===== src/hw/reduce_pkg.sv =====
package reduce_pkg;

  localparam int SAMPLE_WIDTH = 16;  // Bits per fixed-point sample
  localparam int NUM_LANES    = 4;   // Samples per group

  typedef logic signed [SAMPLE_WIDTH-1:0] sample_t;

  localparam sample_t SAT_MAX = 16'sh7fff;  // Largest positive sample
  localparam sample_t SAT_MIN = 16'sh8000;  // Most negative sample

  // Word addresses on the bus
  localparam logic [2:0] ADR_LANES_LO = 3'd0;  // Lanes 0 and 1
  localparam logic [2:0] ADR_LANES_HI = 3'd1;  // Lanes 2 and 3, launches the group
  localparam logic [2:0] ADR_FLUSH    = 3'd2;  // Push accumulator to queue
  localparam logic [2:0] ADR_RESULT   = 3'd3;  // Pop queue head
  localparam logic [2:0] ADR_STATUS   = 3'd4;  // Count and busy

  localparam int QUEUE_DEPTH = 4;
  localparam int COUNT_WIDTH = 3;  // Holds 0 to QUEUE_DEPTH

  // Signed add clamped to the sample range
  function automatic sample_t sat_add(input sample_t a, input sample_t b);
    logic [SAMPLE_WIDTH:0] wide;
    sample_t               res;
    wide = {a[SAMPLE_WIDTH-1], a} + {b[SAMPLE_WIDTH-1], b};  // Sign-extended sum
    if (wide[SAMPLE_WIDTH] != wide[SAMPLE_WIDTH-1]) begin
      // Carry-out sign decides direction of overflow
      res = wide[SAMPLE_WIDTH] ? SAT_MIN : SAT_MAX;
    end else begin
      res = sample_t'(wide[SAMPLE_WIDTH-1:0]);
    end
    return res;
  endfunction

endpackage


===== src/hw/reduce_if.sv =====
`timescale 1ns/10ps

// Link between bus port and adder tree
interface reduce_if;

  logic                launch;                          // One-cycle group start
  reduce_pkg::sample_t lanes [reduce_pkg::NUM_LANES];   // Operands of current group
  logic                flush;                           // Held until flush_done
  logic                flush_done;                      // Accumulator pushed
  logic                busy;                            // Groups still in flight

  modport port (
    output launch,
    output lanes,
    output flush,
    input  flush_done,
    input  busy
  );

  modport tree (
    input  launch,
    input  lanes,
    input  flush,
    output flush_done,
    output busy
  );

endinterface


===== src/hw/wb_reduce_port.sv =====
`timescale 1ns/10ps

module wb_reduce_port (
  input  logic                                 clk,
  input  logic                                 reset,
  input  logic                                 wb_cyc,
  input  logic                                 wb_stb,
  input  logic                                 wb_we,
  input  logic [2:0]                           wb_adr,
  input  logic [31:0]                          wb_dat_w,
  output logic [31:0]                          wb_dat_r,
  output logic                                 wb_ack,
  reduce_if.port                               tree_bus,
  output logic                                 pop,
  input  reduce_pkg::sample_t                  head,
  input  logic [reduce_pkg::COUNT_WIDTH-1:0]   count
);

  logic        req;          // New classic cycle
  logic        wr_lo;
  logic        wr_hi;
  logic        wr_flush;
  logic        rd_result;
  logic        queue_valid;  // Queue holds a result
  logic [31:0] read_word;

  assign req         = wb_cyc & wb_stb & ~wb_ack;  // Ack cycle is not a new request
  assign wr_lo       = req & wb_we & (wb_adr == reduce_pkg::ADR_LANES_LO);
  assign wr_hi       = req & wb_we & (wb_adr == reduce_pkg::ADR_LANES_HI);
  assign wr_flush    = req & wb_we & (wb_adr == reduce_pkg::ADR_FLUSH);
  assign rd_result   = req & ~wb_we & (wb_adr == reduce_pkg::ADR_RESULT);
  assign queue_valid = (count != '0);

  // Read mux
  always_comb begin
    read_word = '0;  // Unmapped reads return zero
    case (wb_adr)
      reduce_pkg::ADR_RESULT: begin
        if (queue_valid) begin
          read_word[31]   = 1'b1;  // Valid flag
          read_word[15:0] = head;
        end
      end
      reduce_pkg::ADR_STATUS: begin
        read_word[reduce_pkg::COUNT_WIDTH-1:0] = count;
        read_word[8] = tree_bus.busy;
      end
      default: read_word = '0;
    endcase
  end

  // Handshake and command state
  always_ff @(posedge clk) begin
    if (reset) begin
      wb_ack         <= 1'b0;
      tree_bus.launch <= 1'b0;
      tree_bus.flush  <= 1'b0;
      pop            <= 1'b0;
    end else begin
      wb_ack          <= 1'b0;  // Single-cycle pulses by default
      tree_bus.launch <= 1'b0;
      pop             <= 1'b0;
      if (tree_bus.flush) begin
        // Flush in progress, ack follows completion
        if (tree_bus.flush_done) begin
          tree_bus.flush <= 1'b0;
          wb_ack         <= 1'b1;
        end
      end else if (req) begin
        if (wr_flush) begin
          tree_bus.flush <= 1'b1;  // Ack withheld
        end else begin
          wb_ack          <= 1'b1;
          tree_bus.launch <= wr_hi;                    // Coincides with ack
          pop             <= rd_result & queue_valid;  // Empty queue not popped
        end
      end
    end
  end

  // Lane registers and read data
  always_ff @(posedge clk) begin
    if (wr_lo) begin
      tree_bus.lanes[0] <= wb_dat_w[15:0];
      tree_bus.lanes[1] <= wb_dat_w[31:16];
    end
    if (wr_hi) begin
      tree_bus.lanes[2] <= wb_dat_w[15:0];
      tree_bus.lanes[3] <= wb_dat_w[31:16];
    end
    if (req & ~wb_we) wb_dat_r <= read_word;  // Held through ack cycle
  end

endmodule


===== src/hw/staged_adder_tree.sv =====
`timescale 1ns/10ps

module staged_adder_tree (
  input  logic                clk,
  input  logic                reset,
  reduce_if.tree              tree_bus,
  output logic                push,
  output reduce_pkg::sample_t push_data,
  input  logic                full
);

  logic                stage2_run;  // Pair sums load
  logic                stage1_run;  // Group sum loads
  logic                stage0_run;  // Accumulator loads
  reduce_pkg::sample_t pair0_sum;   // Lanes 0 and 1
  reduce_pkg::sample_t pair1_sum;   // Lanes 2 and 3
  reduce_pkg::sample_t group_sum;
  reduce_pkg::sample_t acc;
  logic                pipe_empty;
  logic                flush_go;

  assign stage2_run = tree_bus.launch;

  // Run enables shift with the group through the tree
  always_ff @(posedge clk) begin
    if (reset) begin
      stage1_run <= 1'b0;
      stage0_run <= 1'b0;
    end else begin
      stage1_run <= stage2_run;
      stage0_run <= stage1_run;
    end
  end

  // Stage 2, captured on the edge ending launch
  always_ff @(posedge clk) begin
    if (stage2_run) begin
      pair0_sum <= reduce_pkg::sat_add(tree_bus.lanes[0], tree_bus.lanes[1]);
      pair1_sum <= reduce_pkg::sat_add(tree_bus.lanes[2], tree_bus.lanes[3]);
    end
  end

  // Stage 1
  always_ff @(posedge clk) begin
    if (stage1_run) group_sum <= reduce_pkg::sat_add(pair0_sum, pair1_sum);
  end

  // Stage 0 folds groups into the running sum
  always_ff @(posedge clk) begin
    if (reset) begin
      acc <= '0;
    end else if (flush_go) begin
      acc <= '0;  // Pushed value leaves, start over
    end else if (stage0_run) begin
      acc <= reduce_pkg::sat_add(acc, group_sum);
    end
  end

  // Flush waits for the tree to drain and for queue room
  assign pipe_empty = ~(stage2_run | stage1_run | stage0_run);
  assign flush_go   = tree_bus.flush & pipe_empty & ~full;

  assign tree_bus.flush_done = flush_go;
  assign tree_bus.busy       = stage1_run | stage0_run;
  assign push                = flush_go;  // Same cycle as flush_done
  assign push_data           = acc;

endmodule


===== src/hw/result_queue.sv =====
`timescale 1ns/10ps

module result_queue (
  input  logic                               clk,
  input  logic                               reset,
  input  logic                               push,
  input  reduce_pkg::sample_t                push_data,
  output logic                               full,
  input  logic                               pop,
  output reduce_pkg::sample_t                head,
  output logic [reduce_pkg::COUNT_WIDTH-1:0] count
);

  reduce_pkg::sample_t                 mem [reduce_pkg::QUEUE_DEPTH];
  logic [reduce_pkg::COUNT_WIDTH-2:0]  wr_ptr;  // Wraps at power-of-two depth
  logic [reduce_pkg::COUNT_WIDTH-2:0]  rd_ptr;
  logic                                do_push;
  logic                                do_pop;

  assign full    = (count == reduce_pkg::COUNT_WIDTH'(reduce_pkg::QUEUE_DEPTH));
  assign do_push = push & ~full;
  assign do_pop  = pop & (count != '0);  // Pop of empty queue dropped
  assign head    = mem[rd_ptr];          // Oldest entry

  always_ff @(posedge clk) begin
    if (do_push) mem[wr_ptr] <= push_data;
  end

  // Pointers and occupancy
  always_ff @(posedge clk) begin
    if (reset) begin
      wr_ptr <= '0;
      rd_ptr <= '0;
      count  <= '0;
    end else begin
      if (do_push) wr_ptr <= wr_ptr + 1'b1;
      if (do_pop)  rd_ptr <= rd_ptr + 1'b1;
      case ({do_push, do_pop})
        2'b10:   count <= count + 1'b1;
        2'b01:   count <= count - 1'b1;
        default: count <= count;  // Both or neither, level unchanged
      endcase
    end
  end

endmodule


===== src/hw/dot_reduce_top.sv =====
`timescale 1ns/10ps

module dot_reduce_top (
  input  logic        clk,
  input  logic        reset,
  input  logic        wb_cyc,
  input  logic        wb_stb,
  input  logic        wb_we,
  input  logic [2:0]  wb_adr,
  input  logic [31:0] wb_dat_w,
  output logic [31:0] wb_dat_r,
  output logic        wb_ack
);

  logic                               pop;
  logic                               push;
  logic                               full;
  reduce_pkg::sample_t                head;
  reduce_pkg::sample_t                push_data;
  logic [reduce_pkg::COUNT_WIDTH-1:0] count;

  reduce_if tree_bus ();

  // Bus side
  wb_reduce_port wb_reduce_port_i (
    .clk, .reset,
    .wb_cyc, .wb_stb, .wb_we, .wb_adr, .wb_dat_w, .wb_dat_r, .wb_ack,
    .tree_bus (tree_bus.port),
    .pop, .head, .count
  );

  staged_adder_tree staged_adder_tree_i (
    .clk, .reset,
    .tree_bus (tree_bus.tree),
    .push, .push_data, .full
  );

  // Finished sums wait here for the host
  result_queue result_queue_i (
    .clk, .reset,
    .push, .push_data, .full,
    .pop, .head, .count
  );

endmodule


===== config.mk =====
export PLATFORM = sky130hd
export DESIGN_NAME = dot_reduce_top
export DESIGN_NICKNAME = d
export VERILOG_FILES = /design/src/hw/reduce_pkg.sv /design/src/hw/reduce_if.sv /design/src/hw/wb_reduce_port.sv /design/src/hw/staged_adder_tree.sv /design/src/hw/result_queue.sv /design/src/hw/dot_reduce_top.sv
export SDC_FILE = /design/constraint.sdc
export NUM_CORES = 1
export LEC_CHECK = 0
export ABC_AREA = 1
export BUFFER_PORTS_ARGS = -buffer_cell sky130_fd_sc_hd__buf_2
export CORE_MARGIN = 3
export CORE_UTILIZATION = 55
export CTS_CLUSTER_DIAMETER = 100
export DETAILED_ROUTE_END_ITERATION = 6
export PLACE_DENSITY = 0.79
export SLEW_MARGIN = 20
export SYNTH_ARGS = -nofsm -noshare
export SYNTH_HDL_FRONTEND = slang
export SYNTH_SLANG_ARGS = --single-unit

===== constraint.sdc =====
create_clock -name clk -period 5.05 [get_ports clk]
set_clock_uncertainty 0.15 [all_clocks]
set_input_delay 0.505 -clock clk [delete_from_list [all_inputs] [get_ports clk]]
set_output_delay 0.505 -clock clk [all_outputs]
set_load 0.005 [all_outputs]

# [Word-level counts from Yosys, hierarchy flattened]
# Memory sizes are Yosys's and may differ from the RTL's. A register that Yosys moved wholly into a read port is not among the register bits.
# Cells that the tools add are included.
[classes] n_addsub=8 n_eq_ne=11 muxes=25 bitwise=21 reduce_logical=6
[ops] cell="$mux W16" count=8
[ops] cell="$add A16 B16 Y17" count=4
[ops] cell="$and A1 B1 Y1" count=13
[ops] cell="$pmux W3 S2" count=2
[ops] cell="$mux W1" count=11
[ops] cell="$mux W9" count=1
[ops] cell="$eq A3 B2 Y1 const B" count=2
[ops] cell="$eq A3 B3 Y1 const B" count=2
[ops] cell="$not A1 Y1" count=5
[ops] cell="$add A2 B1 Y2 const B" count=2
[ops] cell="$mux W2" count=2
[ops] cell="$ne A1 B1 Y1" count=4
[ops] cell="$reduce_or A4 Y1" count=1
[ops] cell="$add A3 B1 Y3 const B" count=1
[ops] cell="$eq A3 B1 Y1 const B" count=1
[ops] cell="$logic_not A3 Y1" count=1
[ops] cell="$or A1 B1 Y1" count=3
[ops] cell="$reduce_bool A3 Y1" count=1
[ops] cell="$sub A3 B1 Y3 const B" count=1
[ops] cell="$eq A2 B1 Y1 const B" count=1
[ops] cell="$eq A2 B2 Y1 const B" count=1
[ops] cell="$pmux W1 S2" count=1
[ops] cell="$reduce_and A2 Y1" count=1
[ops] cell="$reduce_bool A2 Y1" count=1
[ops] cell="$reduce_or A2 Y1" count=1
[word_totals] regBits=158 ramBits=64 in_bits=40 mem_count=1
[memory_table] memory="result_queue_i.mem" depth=4 width=16 read_ports=1 rd_ports_with_merged_regs=1 wr=1 line_no="result_queue.sv:14" source="reduce_pkg::sample_t mem [reduce_pkg::QUEUE_DEPTH];"

# [Logic depth before layout (Yosys ltp)]
[depth] word_depth=8 ltp_mapped=16 depth_no_buf=15

# [Modules after synthesis]
# A second synthesis with hierarchy kept.
[unflattened] cells_unflattened=1211 area_unflattened_um2=11786.3
[modules_own_cells] mod="staged_adder_tree" n_inst=1 cells_per_inst=819 area_each_um2=6010.8 seq_area_each_um2=1801.7
[modules_own_cells] mod="wb_reduce_port" n_inst=1 cells_per_inst=170 area_each_um2=2929.1 seq_area_each_um2=2512.4
[modules_own_cells] mod="result_queue" n_inst=1 cells_per_inst=222 area_each_um2=2846.5 seq_area_each_um2=2102.0

# [Worst setup path before layout]
# Ideal clock, no wire load.
[synth_timing] path_kind="input to register" from="input wb_cyc" to="register wb_reduce_port_i.tree_bus.lanes[0] (enable)" setup_time_ns=0.505 t_arrival_ns=3.916 slack_ns=0.479 cell_stages=4 path_cell_list="nand2_1 > nor2_1 > nand2_1 > nor4_1"
[synth_via] elab_chain_cells=4
[synth_rtl] element="start, declared" line_no="dot_reduce_top.sv:6" source="input logic wb_cyc,"
[synth_rtl] element="$and A1 B1 Y1 (2 in a row)" line_no="wb_reduce_port.sv:27" source="assign req = wb_cyc & wb_stb & ~wb_ack;"
[synth_rtl] element="$and A1 B1 Y1 (2 in a row)" line_no="wb_reduce_port.sv:29" source="assign wr_hi = req & wb_we & (wb_adr == reduce_pkg::ADR_LANES_HI);"
[synth_rtl] element="via wb_reduce_port_i.wr_hi" line_no="wb_reduce_port.sv:21" source="logic wr_hi;"
[synth_rtl] element="end signal, assigned" line_no="wb_reduce_port.sv:84" source="tree_bus.lanes[0] <= wb_dat_w[15:0];"
[synth_rtl] element="end, declared" line_no="reduce_if.sv:14" source="output lanes,"
# The timed path passes the listed nets, and every way through them passes these cells.
# A chain may end at the register's enable or synchronous reset.

# [Final worst setup path]
[layout_timing] from="register staged_adder_tree_i.stage0_run" to="register result_queue_i.count[2] (netlist name)"
[layout_via] elab_chain_cells=7 word_cells_on_any_way=9
[layout_rtl] element="start, declared" line_no="staged_adder_tree.sv:14" source="logic stage0_run;"
[layout_rtl] element="start signal, assigned" line_no="staged_adder_tree.sv:31" source="stage0_run <= stage1_run;"
[layout_rtl] element="$or A1 B1 Y1 *" line_no="staged_adder_tree.sv:60" source="assign pipe_empty = ~(stage2_run | stage1_run | stage0_run);"
[layout_rtl] element="$not A1 Y1 *" line_no="staged_adder_tree.sv:60"
[layout_rtl] element="$and A1 B1 Y1 * (2 in a row)" line_no="staged_adder_tree.sv:61" source="assign flush_go = tree_bus.flush & pipe_empty & ~full;"
[layout_rtl] element="$and A1 B1 Y1 *" line_no="result_queue.sv:21" source="assign do_push = push & ~full;"
[layout_rtl] element="$eq A2 B1 Y1 or $eq A2 B2 Y1 (tied branches)" line_no="result_queue.sv:38" source="case ({do_push, do_pop})"
[layout_rtl] element="$pmux W3 S2 or $reduce_bool A2 Y1 (tied branches)"
[layout_rtl] element="end signal, assigned" line_no="result_queue.sv:39" source="2'b10: count <= count + 1'b1;"
[layout_rtl] element="end signal, assigned" line_no="result_queue.sv:40" source="2'b01: count <= count - 1'b1;"
[layout_rtl] element="end signal, assigned" line_no="result_queue.sv:41" source="default: count <= count;"
[layout_rtl] element="end, declared" line_no="result_queue.sv:11" source="output logic [reduce_pkg::COUNT_WIDTH-1:0] count"
# Every way passes the cells marked *; elsewhere a longest branch is shown, timed or not.

==> impl_metrics.toml <==
[outcome]
outcome = "finished clean"

[cells_and_area]
utilization_pct = 63.0
fin_area_um2 = 12900
seqCellArea_um2 = 6420
drive_gt1_share_pct = 11.7
fin_nets = 1374
antennaDiodeCount = 0
n_fill_cell = 1627
syn_to_final_growth_pct = 11.0
multi_input_area_um2 = 4590

[min_path]
hold_depth = 1
hold_class = "primary input to flip-flop"

[timing]
tightest_slew_ns = 0.866
setup_viol = 0
fin_crit_ns = 2.77
slew_headroom_pct = 42.2
hold_viol = 0
slew_viol_final = 0
finalSetupTns_ns = 0
rsz0062_at_grt = "false"
max_freq_ghz = 0.361
period_share_pct = 54.8

[placement]
gp_congestion = 0.866
hpwl_um = 15900
io_buffers = 57
place_area_um2 = 12100

[clock_network]
ctsHtreeMaxLevel = 1
cts_tree = "done"
post_cts_resized = 0
numCtsBuffers = 23
cts_sinks = 224
ctsLongestPathBuffers = 3
clkTransAtPathRegs_ns = 0.06
clock_latency_ns = 0.52
cts-root-buf = "clkbuf_16"
post-cts-setup-buffers = 0
postCtsHoldBufs = 0

[die]
die_w_um = 151
die_h_um = 151
initial_utilization_pct = 56.7
ios = 73
fp-row-count = 52
dieArea_um2 = 22900
core_area_um2 = 20500

[drt]
dr.pass1.iters = 5
wl_per_cell_um = 13.8
drt_iter0_drc = 349
via_per_inst = 5.19
vias = 8034
drc_errors = 0
drt_wl_total_um = 21400
drtAntennaViolNets = 0

[yosys]
syn_area_per_cell_um2 = 9.76
ys_warn_count = 0
synth.distinct_cells = 40
syn-instance-count = 1191
synth_edf_count = 193
synth_async_sr_flop_share_pct = 0
ys.flop_type = "edfxtp_1"
ys_seq_area_share_pct = 55.2
syn-cell-area_um2 = 11600
ys_seq_elements = 224

[critical_path]
crit_type = "flip-flop to flip-flop"
crit_fanout = 18
cp-end-kind = "flip-flop"
cpMaxStageDelayCell = "dfxtp_1"
max_stage_delay_ns = 0.69
ff2ff_path_depth = 13
startpoint_type = "flip-flop"
required_ns = 5.30
path_cells = "inv_1 > nand2_1 > inv_1 > nand3_1 > a21oi_1 > inv_1 > ha_1 > inv_1 > fa_1 > a21oi_1 > o21ai_0 > o21ai_0 > a21oi_1"
cp.arrival_ns = 3.02
cpMostUsedCell = "inv_1"

[global_route]
grt_max_degree = 34
grtUsageTotal_pct = 19.3
grt_pass1_vias = 8034
grt_pass1_wl_um = 36200
antenna_found_initial = 0
grt-ovfl-total = 0

[power]
combinationalPowerShare_pct = 2.0
seqPwrFrac_pct = 52.9
clockPowerShare_pct = 45.1
power_density_nw_per_um2 = 294
switching_share_pct = 19.4
p_sw_mw = 0.735
p_leak_nw = 5.58
internal_power_mw = 3.06
ir_drop_mv = 0.299

[run]
cap_violations = 0
## layout make-up
class,count,share of cell area (%)
multi-input combinational,828,35.6
tap,270,2.62
timing repair buffer,65,2.68
sequential,224,49.7
clock inverter,13,1.19
inverter,118,3.43
clock buffer,29,4.79
## routing by layer
metal | global-route usage [%] | share of wire (%) | wire length, µm
met5 | 0 | 0 | 0
met4 | 5.53 | 1.9 | 404
met3 | 2.66 | 4.3 | 931
met2 | 36.6 | 53 | 11400
met1 | 22.5 | 41 | 8690
## synthesized netlist by cell type (5+ instances only)
cell	count	area share, %
nor4_1	5	0.27
nor2_1	115	3.7
a21oi_1	75	3.2
inv_1	117	3.8
dfxtp_1	31	5.3
ha_1	69	7.4
xnor2_1	7	0.53
a21oi_2	15	1.1
buf_6	6	0.58
edfxtp_1	193	50
buf_4	17	1.1
nand4_1	7	0.38
xor2_1	36	2.7
nor3_1	5	0.22
nand2_1	300	9.7
o21ai_0	75	3.2
nand3_1	50	2.2
nand2_2	14	0.75
fa_1	5	0.86
clkbuf_1	11	0.36
## worst paths after layout
kind / startpoint / endpoint / slack, ns
worst max register to register: staged_adder_tree_i.stage0_run / result_queue_i.count[2] / 2.28
worst max-delay path: staged_adder_tree_i.stage0_run / result_queue_i.count[2] / 2.28
worst min register to register: result_queue_i.rd_ptr[1] / result_queue_i.rd_ptr[1] / 0.32
worst min-delay path: wb_dat_w[3] / wb_reduce_port_i.tree_bus.lanes[19] / 0.03
## through the flow
| stage | hold slack, ns | cells | setup slack [ns] | total power, mW |
|---|---|---|---|---|
| after floorplan | 0.286 | 1205 | 0.479 | 2.10 |
| after global placement | 0.299 | 1505 | 2.16 | 2.12 |
| after detailed placement | 0.317 | 1505 | 2.35 | 2.12 |
| after CTS | 0.00529 | 1547 | 2.33 | 3.83 |
| after global routing | 0.0108 | 1547 | 1.95 | 3.91 |
| final | 0.0252 | 1547 | 2.28 | 3.79 |
## registers in the layout, summed over array words and instances, names as in the netlist, 2 cells and up, named ones only
signal                           flops
staged_adder_tree_i.pair0_sum       16
wb_reduce_port_i.wb_dat_r           17
result_queue_i.mem                  64
result_queue_i.count                 3
staged_adder_tree_i.push_data       16
result_queue_i.rd_ptr                2
result_queue_i.wr_ptr                2
staged_adder_tree_i.group_sum       16
wb_reduce_port_i.tree_bus.lanes     64
staged_adder_tree_i.pair1_sum       16
## cell usage in the layout (no fill, tap or decap), types with 15 or more instances in the layout
cell and n:
nor2_1 114, a21oi_2 15, ha_1 69, nand2_1 300, inv_1 117, dfxtp_1 31, buf_2 57, edfxtp_1 193
conb_1 15, nand3_1 50, clkbuf_16 23, o21ai_0 75, xor2_1 36, a21oi_1 75
## power by group through the flow
stage	clock network [mW]	registers [mW]	logic, mW
after floorplan	0	2.04	0.0514
after global placement	0	2.04	0.0741
after detailed placement	0	2.04	0.0767
after CTS	1.75	2.00	0.0777
after global routing	1.82	2.00	0.0898
final	1.71	2.00	0.0777
## worst max-delay path: cells and delay by family, from the launching register on
family / cells / cell delay, ns
buf+inv: 4 / 0.55
simple gates: 2 / 0.17
flops: 1 / 0.69
compound gates: 5 / 0.55
fa+ha+maj: 2 / 0.56
## kinds of logic (layout without fill, tap and decap cells)
| logic type | count (synthesis) | in the layout | share of synthesized area, % |
|---|---|---|---|
| and+or+nand+nor | 512 | 512 | 18.5 |
| AOI/OAI and AO/OA | 184 | 184 | 8.86 |
| DFF | 224 | 224 | 55.2 |
| xor gates and xnor gates | 43 | 43 | 3.24 |
| buffers and inverters | 153 | 225 | 5.89 |
| adders and majority gates | 74 | 74 | 8.29 |
| other | 1 | 15 | 0.0323 |
Note: power is estimated with default switching activity, not from simulation.
